## config.mk

```make
export PLATFORM = sky130hd
export DESIGN_NAME = axis_shift_buffer
export DESIGN_NICKNAME = d
export VERILOG_FILES = /design/src/source/shift_cfg_pkg.sv /design/src/source/shift_data_pkg.sv /design/src/source/axis_shift_buffer.sv /design/src/source/block_counters.sv /design/src/source/config_capture.sv /design/src/source/row_skid_buffer.sv /design/src/source/shift_ctrl.sv /design/src/source/shift_datapath.sv
export VERILOG_INCLUDE_DIRS = /design/src /design/src/source
export SDC_FILE = /design/constraint.sdc
export NUM_CORES = 1
export LEC_CHECK = 0
export BUFFER_PORTS_ARGS = -buffer_cell sky130_fd_sc_hd__buf_2
export CORE_ASPECT_RATIO = 0.6
export CORE_MARGIN = 5
export CORE_UTILIZATION = 45
export CTS_CLUSTER_SIZE = 16
export DETAILED_ROUTE_END_ITERATION = 16
export GPL_TIMING_DRIVEN = 0
export PLACE_DENSITY_LB_ADDON = 0.15
export RECOVER_POWER = 25
export SLEW_MARGIN = 20
export SYNTH_ARGS = -nofsm -noshare
export SYNTH_HDL_FRONTEND = slang
export SYNTH_HIERARCHICAL = 1
export SYNTH_SLANG_ARGS = --single-unit
export TNS_END_PERCENT = 20
```

## constraint.sdc

```tcl
create_clock -name aclk -period 7.4 [get_ports aclk]
set_input_delay 0.37 -clock aclk [delete_from_list [all_inputs] [get_ports aclk]]
set_output_delay 0.37 -clock aclk [all_outputs]
set_load 0.01 [all_outputs]
```

## src/source/shift_params.svh

```systemverilog
`ifndef SHIFT_PARAMS_SVH
`define SHIFT_PARAMS_SVH

// pixel word
`define WORD_WIDTH      8

// words in one output beat, one per conv unit
`define CONV_UNITS      8

// largest kernel the buffer can shift for
`define KERNEL_H_MAX    3
`define KERNEL_W_MAX    3

// padded input row: conv units plus kernel overlap
`define IN_WORDS        (`CONV_UNITS + `KERNEL_H_MAX - 1)

// kernel size minus one, 0..KERNEL_*_MAX-1
`define KERNEL_H_WIDTH  2
`define KERNEL_W_WIDTH  2

// channel and column block counters
`define CIN_WIDTH       4
`define COLS_WIDTH      5

`endif

```

## src/source/shift_cfg_pkg.sv

```systemverilog
`default_nettype none

`include "shift_params.svh"

package shift_cfg_pkg;

    // run configuration, sampled on start
    // all size fields hold the real size minus one
    typedef struct packed {
        logic [`KERNEL_H_WIDTH-1:0] kernel_h_1; // number of shifts per row minus one
        logic [`KERNEL_W_WIDTH-1:0] kernel_w_1; // only used for the column flag
        logic                       is_max;     // max pool downstream
        logic                       is_relu;    // relu downstream
        logic [`CIN_WIDTH-1:0]      cin_1;      // rows per channel group minus one
        logic [`COLS_WIDTH-1:0]     cols_1;     // column blocks minus one
    } shift_cfg_t;

    // side info sent with each output beat
    typedef struct packed {
        logic is_1x1;       // kernel height one
        logic is_max;
        logic is_relu;
        logic is_cols_1_k2; // column block before the right border
    } beat_user_t;

endpackage

`default_nettype wire

```

## src/source/shift_data_pkg.sv

```systemverilog
`default_nettype none

`include "shift_params.svh"

package shift_data_pkg;

    // one pixel
    typedef logic [`WORD_WIDTH-1:0] word_t;

    // padded input row, word 0 in the low bits
    typedef word_t [`IN_WORDS-1:0] in_row_t;

    // one shifted output beat
    typedef word_t [`CONV_UNITS-1:0] out_row_t;

    // word k of an out_row_t beat with shift s is word k+s of the row

endpackage

`default_nettype wire

```

## src/source/axis_shift_buffer.sv

```systemverilog
`timescale 1ns/1ps
`default_nettype none

`include "shift_params.svh"

module axis_shift_buffer (
    input  wire logic                      aclk,
    input  wire logic                      reset,
    input  wire logic                      start,
    input  wire shift_cfg_pkg::shift_cfg_t cfg,
    input  wire shift_data_pkg::in_row_t   s_data,
    input  wire logic                      s_valid,
    output      logic                      s_ready,
    output      shift_data_pkg::out_row_t  m_data,
    output      logic                      m_valid,
    input  wire logic                      m_ready,
    output      logic                      m_last,
    output      shift_cfg_pkg::beat_user_t m_user,
    output      logic [`KERNEL_H_WIDTH-1:0] kernel_h_1_out,
    output      logic [`KERNEL_W_WIDTH-1:0] kernel_w_1_out
);

    import shift_cfg_pkg::*;
    import shift_data_pkg::*;

    shift_cfg_t cfg_q;
    logic       is_1x1;
    in_row_t    row_data;
    logic       row_valid;
    logic       row_take;
    logic       load;
    logic       shift;
    logic       row_done;
    logic       cin_last;
    logic       cols_1_k2;

    config_capture u_cfg (.aclk, .reset, .start, .cfg, .cfg_q, .is_1x1);

    row_skid_buffer u_skid (
        .aclk, .reset, .s_data, .s_valid, .row_take, .s_ready, .row_data, .row_valid
    );

    shift_ctrl u_ctrl (
        .aclk, .reset, .cfg_q, .row_valid, .m_ready, .cin_last,
        .row_take, .load, .shift, .row_done, .m_valid, .m_last
    );

    shift_datapath u_data (.aclk, .reset, .row_data, .load, .shift, .m_data);

    block_counters u_cnt (.aclk, .reset, .cfg_q, .row_done, .m_last, .cin_last, .cols_1_k2);

    // flags tied to start, except the column flag which follows the block
    assign m_user = '{
        is_1x1:       is_1x1,
        is_max:       cfg_q.is_max,
        is_relu:      cfg_q.is_relu,
        is_cols_1_k2: cols_1_k2
    };

    assign kernel_h_1_out = cfg_q.kernel_h_1;
    assign kernel_w_1_out = cfg_q.kernel_w_1;

endmodule

`default_nettype wire

```

## src/source/block_counters.sv

```systemverilog
`timescale 1ns/1ps
`default_nettype none

`include "shift_params.svh"

module block_counters (
    input  wire logic                      aclk,
    input  wire logic                      reset,
    input  wire shift_cfg_pkg::shift_cfg_t cfg_q,
    input  wire logic                      row_done,  // last shift of a row transferred
    input  wire logic                      m_last,    // ...and it closed a channel group
    output      logic                      cin_last,
    output      logic                      cols_1_k2
);

    logic [`CIN_WIDTH-1:0]  cin_count;
    logic [`CIN_WIDTH-1:0]  cin_next;
    logic [`COLS_WIDTH-1:0] cols_count;
    logic [`COLS_WIDTH-1:0] cols_next;
    logic [`COLS_WIDTH-1:0] kw_half;     // kernel_w_1 / 2, widened
    logic [`COLS_WIDTH-1:0] cols_target; // block before the right border
    logic                   cols_step;

    assign cin_next = (cin_count == cfg_q.cin_1) ? '0 : cin_count + 1'b1;

    // row being loaded in the same cycle already belongs to the next count
    // so look through the update to keep back to back 1x1 rows right
    assign cin_last = ((row_done ? cin_next : cin_count) == cfg_q.cin_1);

    always_ff @(posedge aclk) begin
        if (reset) begin
            cin_count <= '0;
        end else if (row_done) begin
            cin_count <= cin_next;
        end
    end

    // column block ends with the last beat of a channel group
    assign cols_step   = row_done && m_last;
    assign cols_next   = (cols_count == cfg_q.cols_1) ? '0 : cols_count + 1'b1;
    assign kw_half     = {{(`COLS_WIDTH - `KERNEL_W_WIDTH + 1){1'b0}}, cfg_q.kernel_w_1[1]};
    assign cols_target = cfg_q.cols_1 - kw_half - 1'b1;

    always_ff @(posedge aclk) begin
        if (reset) begin
            cols_count <= '0;
            cols_1_k2  <= 1'b0;
        end else if (cols_step) begin
            cols_count <= cols_next;
            cols_1_k2  <= (cols_next == cols_target); // held for the whole block
        end
    end

endmodule

`default_nettype wire

```

## src/source/config_capture.sv

```systemverilog
`timescale 1ns/1ps
`default_nettype none

module config_capture (
    input  wire logic                     aclk,
    input  wire logic                     reset,
    input  wire logic                     start,
    input  wire shift_cfg_pkg::shift_cfg_t cfg,
    output      shift_cfg_pkg::shift_cfg_t cfg_q,
    output      logic                     is_1x1
);

    // config is only looked at on start
    // everything downstream assumes it stays put for the run
    always_ff @(posedge aclk) begin
        if (reset) begin
            cfg_q <= '0; // kernel_h_1 = 0, flags off, counts zero
        end else if (start) begin
            cfg_q <= cfg;
        end
    end

    // 1x1 decoded once here instead of comparing everywhere
    // stays low after reset so m_user starts all zero
    always_ff @(posedge aclk) begin
        if (reset) begin
            is_1x1 <= 1'b0;
        end else if (start) begin
            is_1x1 <= (cfg.kernel_h_1 == '0); // one beat per row
        end
    end

endmodule

`default_nettype wire

```

## src/source/row_skid_buffer.sv

```systemverilog
`timescale 1ns/1ps
`default_nettype none

module row_skid_buffer (
    input  wire logic                    aclk,
    input  wire logic                    reset,
    input  wire shift_data_pkg::in_row_t s_data,
    input  wire logic                    s_valid,
    input  wire logic                    row_take,  // pop from shift_ctrl
    output      logic                    s_ready,
    output      shift_data_pkg::in_row_t row_data,
    output      logic                    row_valid
);

    import shift_data_pkg::*;

    in_row_t    head_q;     // oldest row, seen by the datapath
    in_row_t    tail_q;     // second row, only filled while head is waiting
    logic [1:0] count_q;    // 0, 1 or 2 rows held
    logic [1:0] count_next;
    logic       push;

    assign push      = s_valid && s_ready;
    assign row_valid = (count_q != 2'd0);
    assign row_data  = head_q;

    always_comb begin
        count_next = count_q;
        if (push && !row_take) begin
            count_next = count_q + 2'd1;
        end else if (row_take && !push) begin
            count_next = count_q - 2'd1;
        end
    end

    // payload, no reset
    always_ff @(posedge aclk) begin
        case (count_q)
            2'd0: if (push) head_q <= s_data;
            2'd1: begin
                if (push && row_take) begin
                    head_q <= s_data;   // pass straight through
                end else if (push) begin
                    tail_q <= s_data;   // head still busy
                end
            end
            default: if (row_take) head_q <= tail_q; // never pushed here, ready is low
        endcase
    end

    always_ff @(posedge aclk) begin
        if (reset) begin
            count_q <= 2'd0;
            s_ready <= 1'b1;
        end else begin
            count_q <= count_next;
            s_ready <= (count_next != 2'd2); // registered, drops only when full
        end
    end

endmodule

`default_nettype wire

```

## src/source/shift_ctrl.sv

```systemverilog
`timescale 1ns/1ps
`default_nettype none

`include "shift_params.svh"

module shift_ctrl (
    input  wire logic                      aclk,
    input  wire logic                      reset,
    input  wire shift_cfg_pkg::shift_cfg_t cfg_q,
    input  wire logic                      row_valid,
    input  wire logic                      m_ready,
    input  wire logic                      cin_last,   // for the row entering the output regs
    output      logic                      row_take,
    output      logic                      load,
    output      logic                      shift,
    output      logic                      row_done,
    output      logic                      m_valid,
    output      logic                      m_last
);

    logic [`KERNEL_H_WIDTH-1:0] shift_idx;     // shift of the beat now on m_data
    logic [`KERNEL_H_WIDTH-1:0] shift_idx_inc;
    logic                       xfer;          // output handshake
    logic                       last_beat;     // beat on m_data is the last shift of its row

    assign xfer          = m_valid && m_ready;
    assign last_beat     = (shift_idx == cfg_q.kernel_h_1);
    assign shift_idx_inc = shift_idx + 1'b1;

    // all transfer decisions live here
    // load when output regs are empty, or their last shift is leaving now
    assign load     = row_valid && (!m_valid || (xfer && last_beat));
    assign shift    = xfer && !last_beat;
    assign row_done = xfer && last_beat;
    assign row_take = load;  // row leaves the skid buffer as it is copied

    // m_valid, shift index and last flag all move with the data regs
    always_ff @(posedge aclk) begin
        if (reset) begin
            m_valid   <= 1'b0;
            shift_idx <= '0;
            m_last    <= 1'b0;
        end else if (load) begin
            m_valid   <= 1'b1;
            shift_idx <= '0;
            // 1x1: first beat is also the last one
            m_last    <= (cfg_q.kernel_h_1 == '0) && cin_last;
        end else if (shift) begin
            shift_idx <= shift_idx_inc;
            m_last    <= (shift_idx_inc == cfg_q.kernel_h_1) && cin_last;
        end else if (row_done) begin
            m_valid   <= 1'b0; // nothing waiting, go empty
            m_last    <= 1'b0;
        end
        // otherwise hold, covers m_ready low
    end

endmodule

`default_nettype wire

```

## src/source/shift_datapath.sv

```systemverilog
`timescale 1ns/1ps
`default_nettype none

`include "shift_params.svh"

module shift_datapath (
    input  wire logic                    aclk,
    input  wire logic                    reset,
    input  wire shift_data_pkg::in_row_t row_data,
    input  wire logic                    load,   // copy whole row
    input  wire logic                    shift,  // move down one word
    output      shift_data_pkg::out_row_t m_data
);

    import shift_data_pkg::*;

    in_row_t data_q;    // IN_WORDS word registers
    in_row_t data_next;

    // load and shift never fire together
    always_comb begin
        data_next = data_q;
        if (load) begin
            data_next = row_data;
        end else if (shift) begin
            for (int i = 0; i < `IN_WORDS - 1; i++) begin
                data_next[i] = data_q[i+1]; // word i takes its upper neighbour
            end
            // top word keeps its old value, it never reaches m_data again
        end
    end

    always_ff @(posedge aclk) begin
        if (reset) begin
            data_q <= '0;
        end else begin
            data_q <= data_next;
        end
    end

    // low CONV_UNITS words go out
    assign m_data = data_q[`CONV_UNITS-1:0];

endmodule

`default_nettype wire

```

==> results of run 1 <==
==> power by group through the flow <==
stage	clock network, W	logic [W]	registers [W]
after floorplan	0	0.00144	0.00255
after global placement	0	0.00198	0.00272
after detailed placement	0	0.00215	0.00265
after CTS	0.00146	0.00218	0.00262
after global routing	0.00152	0.00232	0.00267
final	0.00142	0.00213	0.00262
==> repair_timing <==
action | 4_1_cts | 5_1_grt
hold buffers | 12 | 1
gates resized for setup | 0 | 0
hold endpoints to repair | 12 | 1
==> how the worst min path moves through the flow <==
stage                                          from                          endpoint  slack, ps  cells past startpoint
after detailed placement  u_cfg/is_1x1$_SDFFE_PP0P_         u_cfg/is_1x1$_SDFFE_PP0P_        470                      2
after floorplan                               reset  u_ctrl/shift_idx[1]$_SDFFE_PP0P_        440                      1
after global routing                     s_data[74]       u_skid/tail_q[74]$_DFFE_PP_       0.05                      1
final                                    s_data[60]       u_skid/tail_q[60]$_DFFE_PP_         30                      1
after CTS                                s_data[67]       u_skid/tail_q[67]$_DFFE_PP_        0.1                      1
after global placement    u_cfg/is_1x1$_SDFFE_PP0P_         u_cfg/is_1x1$_SDFFE_PP0P_        460                      2
==> sequential cells by signal, summed over array words and instances, names as in the netlist <==
name and count:
u_skid/row_data 80, u_skid/tail_q 80, u_data/m_data 64, u_data/data_q 16, u_cfg/cfg_q 15, u_cnt/cols_count 5, u_cnt/cin_count 4, u_ctrl/shift_idx 2
u_skid/count_q 2, u_cfg/is_1x1 1, u_cnt/cols_1_k2 1, u_ctrl/m_last 1, u_ctrl/m_valid 1, u_skid/s_ready 1
==> critical path: stages, from the launching register on <==
cell and delay (ps):
dfxtp_1 460, inv_1 120, ha_1 250, nor2_2 460, buf_2 420, a21oi_1 120
a21oi_4 280, buf_16 210, buf_16 180, buf_16 180
==> stage by stage <==
step | worst slack [ps] | cell area [um^2] | total power, W | TNS (ps) | instances
finish | 4383 | 14270 | 0.006162 | 0 | 1466
global route | 4181 | 14270 | 0.006519 | 0 | 1466
CTS | 4310 | 14360 | 0.006252 | 0 | 1465
detailed placement | 4323 | 13320 | 0.004802 | 0 | 1405
global placement | -1113 | 13120 | 0.004695 | -88010 | 1396
floorplan | 1731 | 11820 | 0.003986 | 0 | 871
==> layout make-up <==
type | count | area share (%)
clock buffer | 36 | 5.480
clock inverter | 12 | 0.9732
sequential | 273 | 49.52
timing repair buffer | 195 | 7.575
buffer | 113 | 5.497
tap | 352 | 3.086
multi-input combinational | 474 | 27.58
inverter | 11 | 0.2893
==> cell families after synthesis <==
kind of cell	share of synthesized area, %
buf+inv	7.023
fa+ha+maj	0.7414
simple gates	7.838
flops	59.82
xor+xnor	2.203
mux	15.94
compound gates	6.429
==> cell usage after synthesis, types with 6 or more instances <==
master / n / area share (%)
edfxtp_1: 160 / 41
buf_2: 9 / 0.38
nor2b_1: 77 / 4.1
nand2_1: 10 / 0.32
xnor2_1: 13 / 0.96
nor2_1: 37 / 1.2
inv_1: 10 / 0.32
buf_4: 69 / 4.4
buf_8: 7 / 0.89
mux2i_1: 97 / 8.2
a211oi_1: 72 / 4.6
xor2_1: 13 / 0.96
clkbuf_1: 24 / 0.76
mux2_2: 81 / 7.7
a21oi_1: 16 / 0.68
dfxtp_1: 113 / 19
ha_1: 7 / 0.74
nand3_1: 6 / 0.25
==> metal layers <==
metal	share of wire, %	track usage, %
met1	52	29.99
met2	41	25.66
met4	1.3	2.998
met3	5.4	3.641
met5	0	0
==> impl_metrics.csv, run 1 <==
group,metric,value,unit
floorplanning,start_util,46.21,%
floorplanning,die_area,29700,um^2
sta,fin_crit_sh,40.77,%
drt,vias,7305,
final_layout,diodes,0,
setup_path,reg2regPathDepth,9,
clocking,clock_latency,530,ps
power_and_ir_drop,powerDensity,431.8,nW/um^2
global_routing,grt_pass1_vias,7264,
logic_synthesis,synthFlopType,"edfxtp_1",
power_and_ir_drop,irDropWorstVdd,200.6,uV
final_layout,nFillCells,2252,
sta,whs,29.13,ps
sta,final_max_slew_viol_count,0,
final_layout,drive_gt1_share,30.52,%
global_routing,grt_pass1_wl,42610,um
final_layout,regArea,7067,um^2
setup_path,startpoint,"u_skid/count_q[0]$_SDFF_PP0_",
setup_path,r2r_end,"u_skid/row_data[78]$_DFFE_PP_",
clocking,htreeDepth,1,
logic_synthesis,ys_ff_latch,273,
setup_path,setup.worst_path.end,"u_skid/row_data[78]$_DFFE_PP_",
clocking,clk_pin_slew,60,ps
floorplanning,die-height,135.5,um
logic_synthesis,syn-num-nets,978,
final_layout,final_common_cell,"edfxtp_1",
final_layout,layout_common_cells,"edfxtp_1, dfxtp_1, buf_2",
drt,post_drt_wl_per_cell,18.92,um
global_routing,overflow,0,
power_and_ir_drop,power_frac_seq,42.5,%
run,drv_cap,0,
logic_synthesis,yosys_warnings,6,
power_and_ir_drop,sw_frac_of_total,32.37,%
clocking,cts_buffer_depth,3,
final_layout,nets,1201,
global_routing,grt_max_degree,25,
drt,wl,27730,um
power_and_ir_drop,pwr-share-comb,34.5,%
drt,drt_first_iter_violations,394,
power_and_ir_drop,p_leak,5.289,nW
drt,dr.pass1.iters,5,
clocking,cts_tree,"done",
final_layout,multiInputGateArea,3936,um^2
logic_synthesis,ys_async_sr_fraction,0,%
sta,finalSetupViolCount,0,
power_and_ir_drop,pwr-share-clk,23.0,%
drt,drcViolationCount,0,
sta,worstMarginPinSlew,807.3,ps
floorplanning,core,25560,um^2
floorplanning,rows,45,
logic_synthesis,ys_types,55,
setup_path,cp_max_fo,20,
setup_path,r2r_slack,4380,ps
setup_path,start_kind,"register",
setup_path,end_kind,"register",
clocking,root_buffer,"clkbuf_16",
sta,clock_skew,9.990,ps
sta,fin_crit,3017,ps
floorplanning,ios,175,
sta,fmax,331.4,MHz
sta,relSlewSlack,46.12,%
sta,finalHoldViolations,0,
global_routing,antenna_found_initial,0,
clocking,post_cts_buffers,0,
drt,vias_per_cell,4.983,
global_routing,track_usage,18.48,%
logic_synthesis,ys_seq_area_share,59.82,%
drt,postRouteAntennaNets,0,
final_layout,area_delta_synth_final,20.81,%
final_layout,final_core_util,55.83,%
logic_synthesis,avgSynthCellArea,13.56,um^2
setup_path,crit_type,"reg -> reg",
logic_synthesis,synth_edf_count,160,
place,dp_hpwl,20290,um
setup_path,cp.required,7630,ps
setup_path,arrival,3250,ps
worst_hold_path,hold_path_class,"in -> reg",
logic_synthesis,syn_inst,871,
clocking,clock_sinks,273,
clocking,cts_buffers,26,
setup_path,reg2reg_from,"u_skid/count_q[0]$_SDFF_PP0_",
logic_synthesis,synth_area,11810,um^2
power_and_ir_drop,internal_power,0.004168,W
place,routabilityCongestion,0.8210,
sta,rsz0062_at_grt,"false",
floorplanning,die_width,219.2,um
place,io_buffers,173,
power_and_ir_drop,switchingPower,0.001995,W
outcome,status,"completed",
No activity file was read; power rests on OpenSTA's default activity.
==> run 2: changes to the inputs <==
==> constraint.sdc (replaced) <==
create_clock -name aclk -period 2.7 [get_ports aclk]
set_input_delay 0.135 -clock aclk [delete_from_list [all_inputs] [get_ports aclk]]
set_output_delay 0.135 -clock aclk [all_outputs]
set_load 0.01 [all_outputs]
==> impl_metrics.csv, run 2 (same netlist as run 1, synthesis figures left out) <==
group,metric,value,unit
clocking,cts_buffer_depth,3,
sta,clock_skew,10.57,ps
outcome,status,"completed",
final_layout,area_delta_synth_final,29.26,%
setup_path,startpoint,"u_cfg/cfg_q[14]$_SDFFE_PP0P_",
final_layout,final_common_cell,"edfxtp_1",
place,dp_hpwl,20460,um
clocking,cts_tree,"done",
sta,relSlewSlack,58.25,%
drt,wl,29150,um
floorplanning,die_area,29700,um^2
global_routing,overflow,0,
setup_path,end_kind,"register",
drt,postRouteAntennaNets,0,
drt,vias_per_cell,4.911,
global_routing,met1_usage,31.43,%
power_and_ir_drop,powerDensity,1119,nW/um^2
setup_path,start_kind,"register",
clocking,clk_pin_slew,70,ps
setup_path,cp_max_fo,5,
final_layout,design_area,15270,um^2
final_layout,nFillCells,2133,
worst_hold_path,min_from,"m_ready",
setup_path,crit_type,"reg -> reg",
global_routing,grt_pass1_vias,7803,
setup_path,reg2reg_from,"u_cfg/cfg_q[14]$_SDFFE_PP0P_",
floorplanning,die_width,219.2,um
sta,whs,47.41,ps
global_routing,track_usage,19.53,%
place,routabilityCongestion,0.8205,
sta,finalSetupViolCount,0,
sta,finalHoldViolations,0,
drt,post_drt_wl_per_cell,18.61,um
floorplanning,core,25560,um^2
setup_path,arrival,3000,ps
run,drv_cap,0,
drt,vias,7691,
place,placed_cell_area,13360,um^2
final_layout,drive_gt1_share,28.14,%
global_routing,grt_pass1_wl,45390,um
sta,fmax,393.5,MHz
setup_path,r2r_slack,160,ps
drt,dr.pass1.iters,5,
floorplanning,die-height,135.5,um
sta,worstMarginPinSlew,626.2,ps
place,io_buffers,173,
drt,drcViolationCount,0,
global_routing,busiest_layer,"met1",
sta,rsz0062_at_grt,"false",
power_and_ir_drop,p_leak,5.650,nW
power_and_ir_drop,irDropWorstVdd,571.1,uV
setup_path,cp.required,3160,ps
clocking,root_buffer,"clkbuf_16",
clocking,htreeDepth,1,
sta,fin_crit,2541,ps
global_routing,antenna_found_initial,2,
global_routing,grt_max_degree,25,
clocking,cts_buffers,26,
final_layout,nets,1299,
floorplanning,start_util,46.21,%
sta,fin_crit_sh,94.11,%
floorplanning,rows,45,
global_routing,gr-usage-met3,3.306,%
clocking,clock_latency,530,ps
sta,final_max_slew_viol_count,0,
clocking,clock_sinks,273,
global_routing,met2_usage,27.83,%
drt,drt_first_iter_violations,577,
worst_hold_path,hold_path_class,"in -> reg",
final_layout,layout_common_cells,"edfxtp_1, clkbuf_1, dfxtp_1",
floorplanning,ios,175,
run 2: cell count changes in the layout (fill, tap and decap cells not counted), sizes merged:
cell	change
buf	-15
bufinv	+1
diode	+2
clkinv	-1
dlygate4sd3	+91
clkbuf	+22
run 2: timing repair:
action                                 4_1_cts  5_1_grt
buffers inserted                             2        4
pin swaps                                    0        3
setup endpoints to repair                   74        1
cloned                                       0        0
endpoints found under the hold margin      181        0
gates resized for setup                      3        3
hold buffers                               104        0
run 2: worst paths after layout:
path	to	cells past startpoint
hold reg to reg	u_cfg/is_1x1$_SDFFE_PP0P_	2
setup / recovery	u_ctrl/m_last$_SDFFE_PP0P_	11
hold / removal	u_ctrl/m_valid$_SDFFE_PP0P_	4
setup reg to reg	u_ctrl/m_last$_SDFFE_PP0P_	11
run 2: cell type report:
| class | count | area (um^2) | area share (%) |
|---|---|---|---|
| tap | 352 | 440.4 | 2.885 |
| inverter | 11 | 41.29 | 0.2704 |
| buffer | 113 | 777.0 | 5.089 |
| antenna | 2 | 5.005 | 0.03278 |
| sequential | 273 | 7072 | 46.32 |
| multi-input combinational | 474 | 4013 | 26.28 |
| timing repair buffer | 293 | 2022 | 13.24 |
| clock buffer | 36 | 739.5 | 4.843 |
| clock inverter | 12 | 158.9 | 1.041 |
run 2: worst max-delay path, stage by stage, from the launching register on:
cell and delay (ps):
dfxtp_1 480, xnor2_4 180, nand2_1 140, nor2_4 110, buf_4 130, o21ai_0 70
a22oi_1 240, xnor2_1 180, nor4_4 410, and4bb_1 260, o31ai_2 70, a211oi_2 170
run 2: per-stage QoR:
stage	util, %	std cells	power (W)	setup TNS, ps	setup WS (ps)
after detailed placement	52.26	1406	0.01318	-9496	-228.8
after global placement	51.59	1396	0.01287	-287160	-2018
after global routing	59.73	1566	0.01807	0	33.60
after CTS	59.97	1560	0.01727	0	52.57
after floorplan	-	871	0.01090	-76250	-725.1
final	59.73	1566	0.01708	0	159.0
run 2: power breakdown:
| group | total [W] | switching, W | internal, W |
|---|---|---|---|
| logic | 0.00602 | 0.00305 | 0.00298 |
| registers | 0.00720 | 0.000933 | 0.00626 |
| clock network | 0.00386 | 0.00157 | 0.00229 |
| total | 0.0171 | 0.00555 | 0.0115 |
run 2: per-layer routing:
metal	share of wire (%)	routed length, um	up-vias
li1	-	-	3781
met1	52	15220	3714
met2	42	12140	171
met3	5.0	1447	25
met4	1.2	349	0
met5	0	0	-
==> run 3: changes to the inputs <==
--- a/config.mk
+++ b/config.mk
@@ -7,13 +7,15 @@
 export NUM_CORES = 1
 export LEC_CHECK = 0
 export BUFFER_PORTS_ARGS = -buffer_cell sky130_fd_sc_hd__buf_2
+export CELL_PAD_IN_SITES_DETAIL_PLACEMENT = 1
+export CELL_PAD_IN_SITES_GLOBAL_PLACEMENT = 1
 export CORE_ASPECT_RATIO = 0.6
 export CORE_MARGIN = 5
-export CORE_UTILIZATION = 45
+export CORE_UTILIZATION = 42
 export CTS_CLUSTER_SIZE = 16
 export DETAILED_ROUTE_END_ITERATION = 16
 export GPL_TIMING_DRIVEN = 0
-export PLACE_DENSITY_LB_ADDON = 0.15
+export PLACE_DENSITY = 0.83
 export RECOVER_POWER = 25
 export SLEW_MARGIN = 20
 export SYNTH_ARGS = -nofsm -noshare
==> impl_metrics.csv, run 3 (same netlist as run 1, synthesis figures left out) <==
group,metric,value,unit
floorplanning,die-height,139.9,um
power_and_ir_drop,power,0.01742,W
drt,drt_first_iter_violations,456,
floorplanning,die_width,226.5,um
sta,fin_crit,2611,ps
power_and_ir_drop,powerDensity,1137,nW/um^2
worst_hold_path,hold_path_class,"in -> reg",
setup_path,cp.required,3170,ps
clocking,cts_buffers,27,
clocking,root_buffer,"clkbuf_16",
power_and_ir_drop,p_leak,5.708,nW
final_layout,nets,1297,
sta,finalHoldViolations,0,
global_routing,overflow,0,
floorplanning,ios,175,
final_layout,final_common_cell,"edfxtp_1",
sta,relSlewSlack,59.71,%
clocking,htreeDepth,1,
global_routing,gr-usage-met3,2.990,%
setup_path,cpLargestDelayFamily,"simple AND/OR/NAND/NOR gates",
global_routing,met2_usage,35.01,%
setup_path,path_buf_inv,0,
sta,finalSetupViolCount,0,
drt,vias,8140,
drt,postRouteAntennaNets,0,
drt,post_drt_wl_per_cell,21.17,um
setup_path,crit_slowest_cell,"nor4_4",
global_routing,grt_pass1_wl,50940,um
drt,vias_per_cell,5.152,
place,placedCellCount,1421,
setup_path,cpMostUsedCell,"nor4_4",
outcome,status,"completed",
setup_path,start_kind,"register",
clocking,clock_latency,540,ps
clocking,cts_tree,"done",
final_layout,nFillCells,2843,
setup_path,path_cells,"xor2_1 > nor4_4 > o21ai_0 > a22oi_1 > xnor2_1 > nor4_4 > and4bb_1 > o31ai_2 > a211oi_2",
setup_path,cp_max_fo,4,
floorplanning,core,27640,um^2
sta,fin_crit_sh,96.69,%
global_routing,track_usage,20.47,%
setup_path,crit_type,"reg -> reg",
drt,dr.pass1.iters,5,
setup_path,end_kind,"register",
global_routing,met1_usage,27.76,%
final_layout,layout_common_cells,"edfxtp_1, dfxtp_1, clkbuf_1, buf_2, dlygate4sd3_1",
global_routing,antenna_found_initial,3,
place,io_buffers,173,
clocking,cts_buffer_depth,3,
sta,final_max_slew_viol_count,0,
place,routabilityCongestion,0.8537,
sta,layout_setup_ws,89.28,ps
drt,wl,33450,um
sta,fmax,383.0,MHz
sta,rsz0062_at_grt,"true",
final_layout,fin_cells,1580,
setup_path,slowest_delay,440,ps
global_routing,grt_pass1_vias,8837,
sta,worstMarginPinSlew,604.3,ps
global_routing,busiest_layer,"met2",
clocking,clk_pin_slew,60,ps
place,dp_hpwl,23000,um
floorplanning,start_util,42.74,%
floorplanning,rows,47,
global_routing,grt_max_degree,23,
place,dp_slack,-369.0,ps
final_layout,area_delta_synth_final,29.68,%
drt,drcViolationCount,0,
setup_path,arrival,3080,ps
floorplanning,die_area,31690,um^2
clocking,clock_sinks,273,
run,drv_cap,0,
final_layout,drive_gt1_share,28.98,%
sta,clock_skew,18.54,ps
power_and_ir_drop,irDropWorstVdd,517.1,uV
-- run 3: cell count changes in the layout (fill, tap and decap cells not counted), sizes merged --
cell / previous run / this run
buf: 174 / 199
bufinv: 4 / 3
clkbuf: 164 / 139
clkinv: 7 / 6
inv: 11 / 12
-- run 3: worst paths after layout --
| check | from | to | slack (ps) | cells after the start |
|---|---|---|---|---|
| setup / recovery | u_cfg/cfg_q[6]$_SDFFE_PP0P_ | u_ctrl/m_last$_SDFFE_PP0P_ | 90 | 9 |
| hold / removal | m_ready | u_ctrl/m_valid$_SDFFE_PP0P_ | 70 | 4 |
| setup reg to reg | u_cfg/cfg_q[6]$_SDFFE_PP0P_ | u_ctrl/m_last$_SDFFE_PP0P_ | 90 | 9 |
| hold reg to reg | u_cfg/is_1x1$_SDFFE_PP0P_ | u_cfg/is_1x1$_SDFFE_PP0P_ | 490 | 2 |
-- run 3: area by class of cell --
| class | count | area (um^2) | area share, % |
|---|---|---|---|
| sequential | 273 | 7076 | 46.19 |
| multi-input combinational | 474 | 4018 | 26.23 |
| timing repair buffer | 290 | 2021 | 13.19 |
| buffer | 113 | 794.5 | 5.187 |
| clock buffer | 39 | 770.7 | 5.031 |
| tap | 367 | 459.2 | 2.998 |
| clock inverter | 11 | 133.9 | 0.8740 |
| inverter | 11 | 41.29 | 0.2695 |
| antenna | 2 | 5.005 | 0.03267 |
-- run 3: what timing repair did --
action,4_1_cts,5_1_grt
hold endpoints to repair,181,0
setup buffers,1,2
pin swaps,0,2
gates resized for setup,4,4
endpoints found under the setup margin,73,18
hold buffers,104,0
-- run 3: worst min-delay path: stages --
cell and delay [ps]:
buf_2 160, a31oi_4 120, nor2_1 100, nor2_1 50
-- run 3: through the flow --
step	hold slack [ps]	area, um^2	utilization [%]	setup TNS (ps)
2_1_floorplan	197.3	11880	-	-76250
3_3_place_gp	327.1	13210	47.78	-274530
3_5_place_dp	327.4	13390	48.45	-9765
4_1_cts	30.05	15360	55.59	0
5_1_grt	73.79	15320	55.42	-96.03
6_report	67.80	15320	55.42	0
-- run 3: where the power goes --
| part | switching [W] | internal [W] |
|---|---|---|
| Combinational | 0.00322 | 0.00305 |
| Clock | 0.00161 | 0.00227 |
| Sequential | 0.00101 | 0.00627 |
-- run 3: per-layer routing --
metal	vias up	wire, um
met5	-	0
met4	0	685
met3	50	1500
met2	210	16340
met1	4104	14930
li1	3776	-
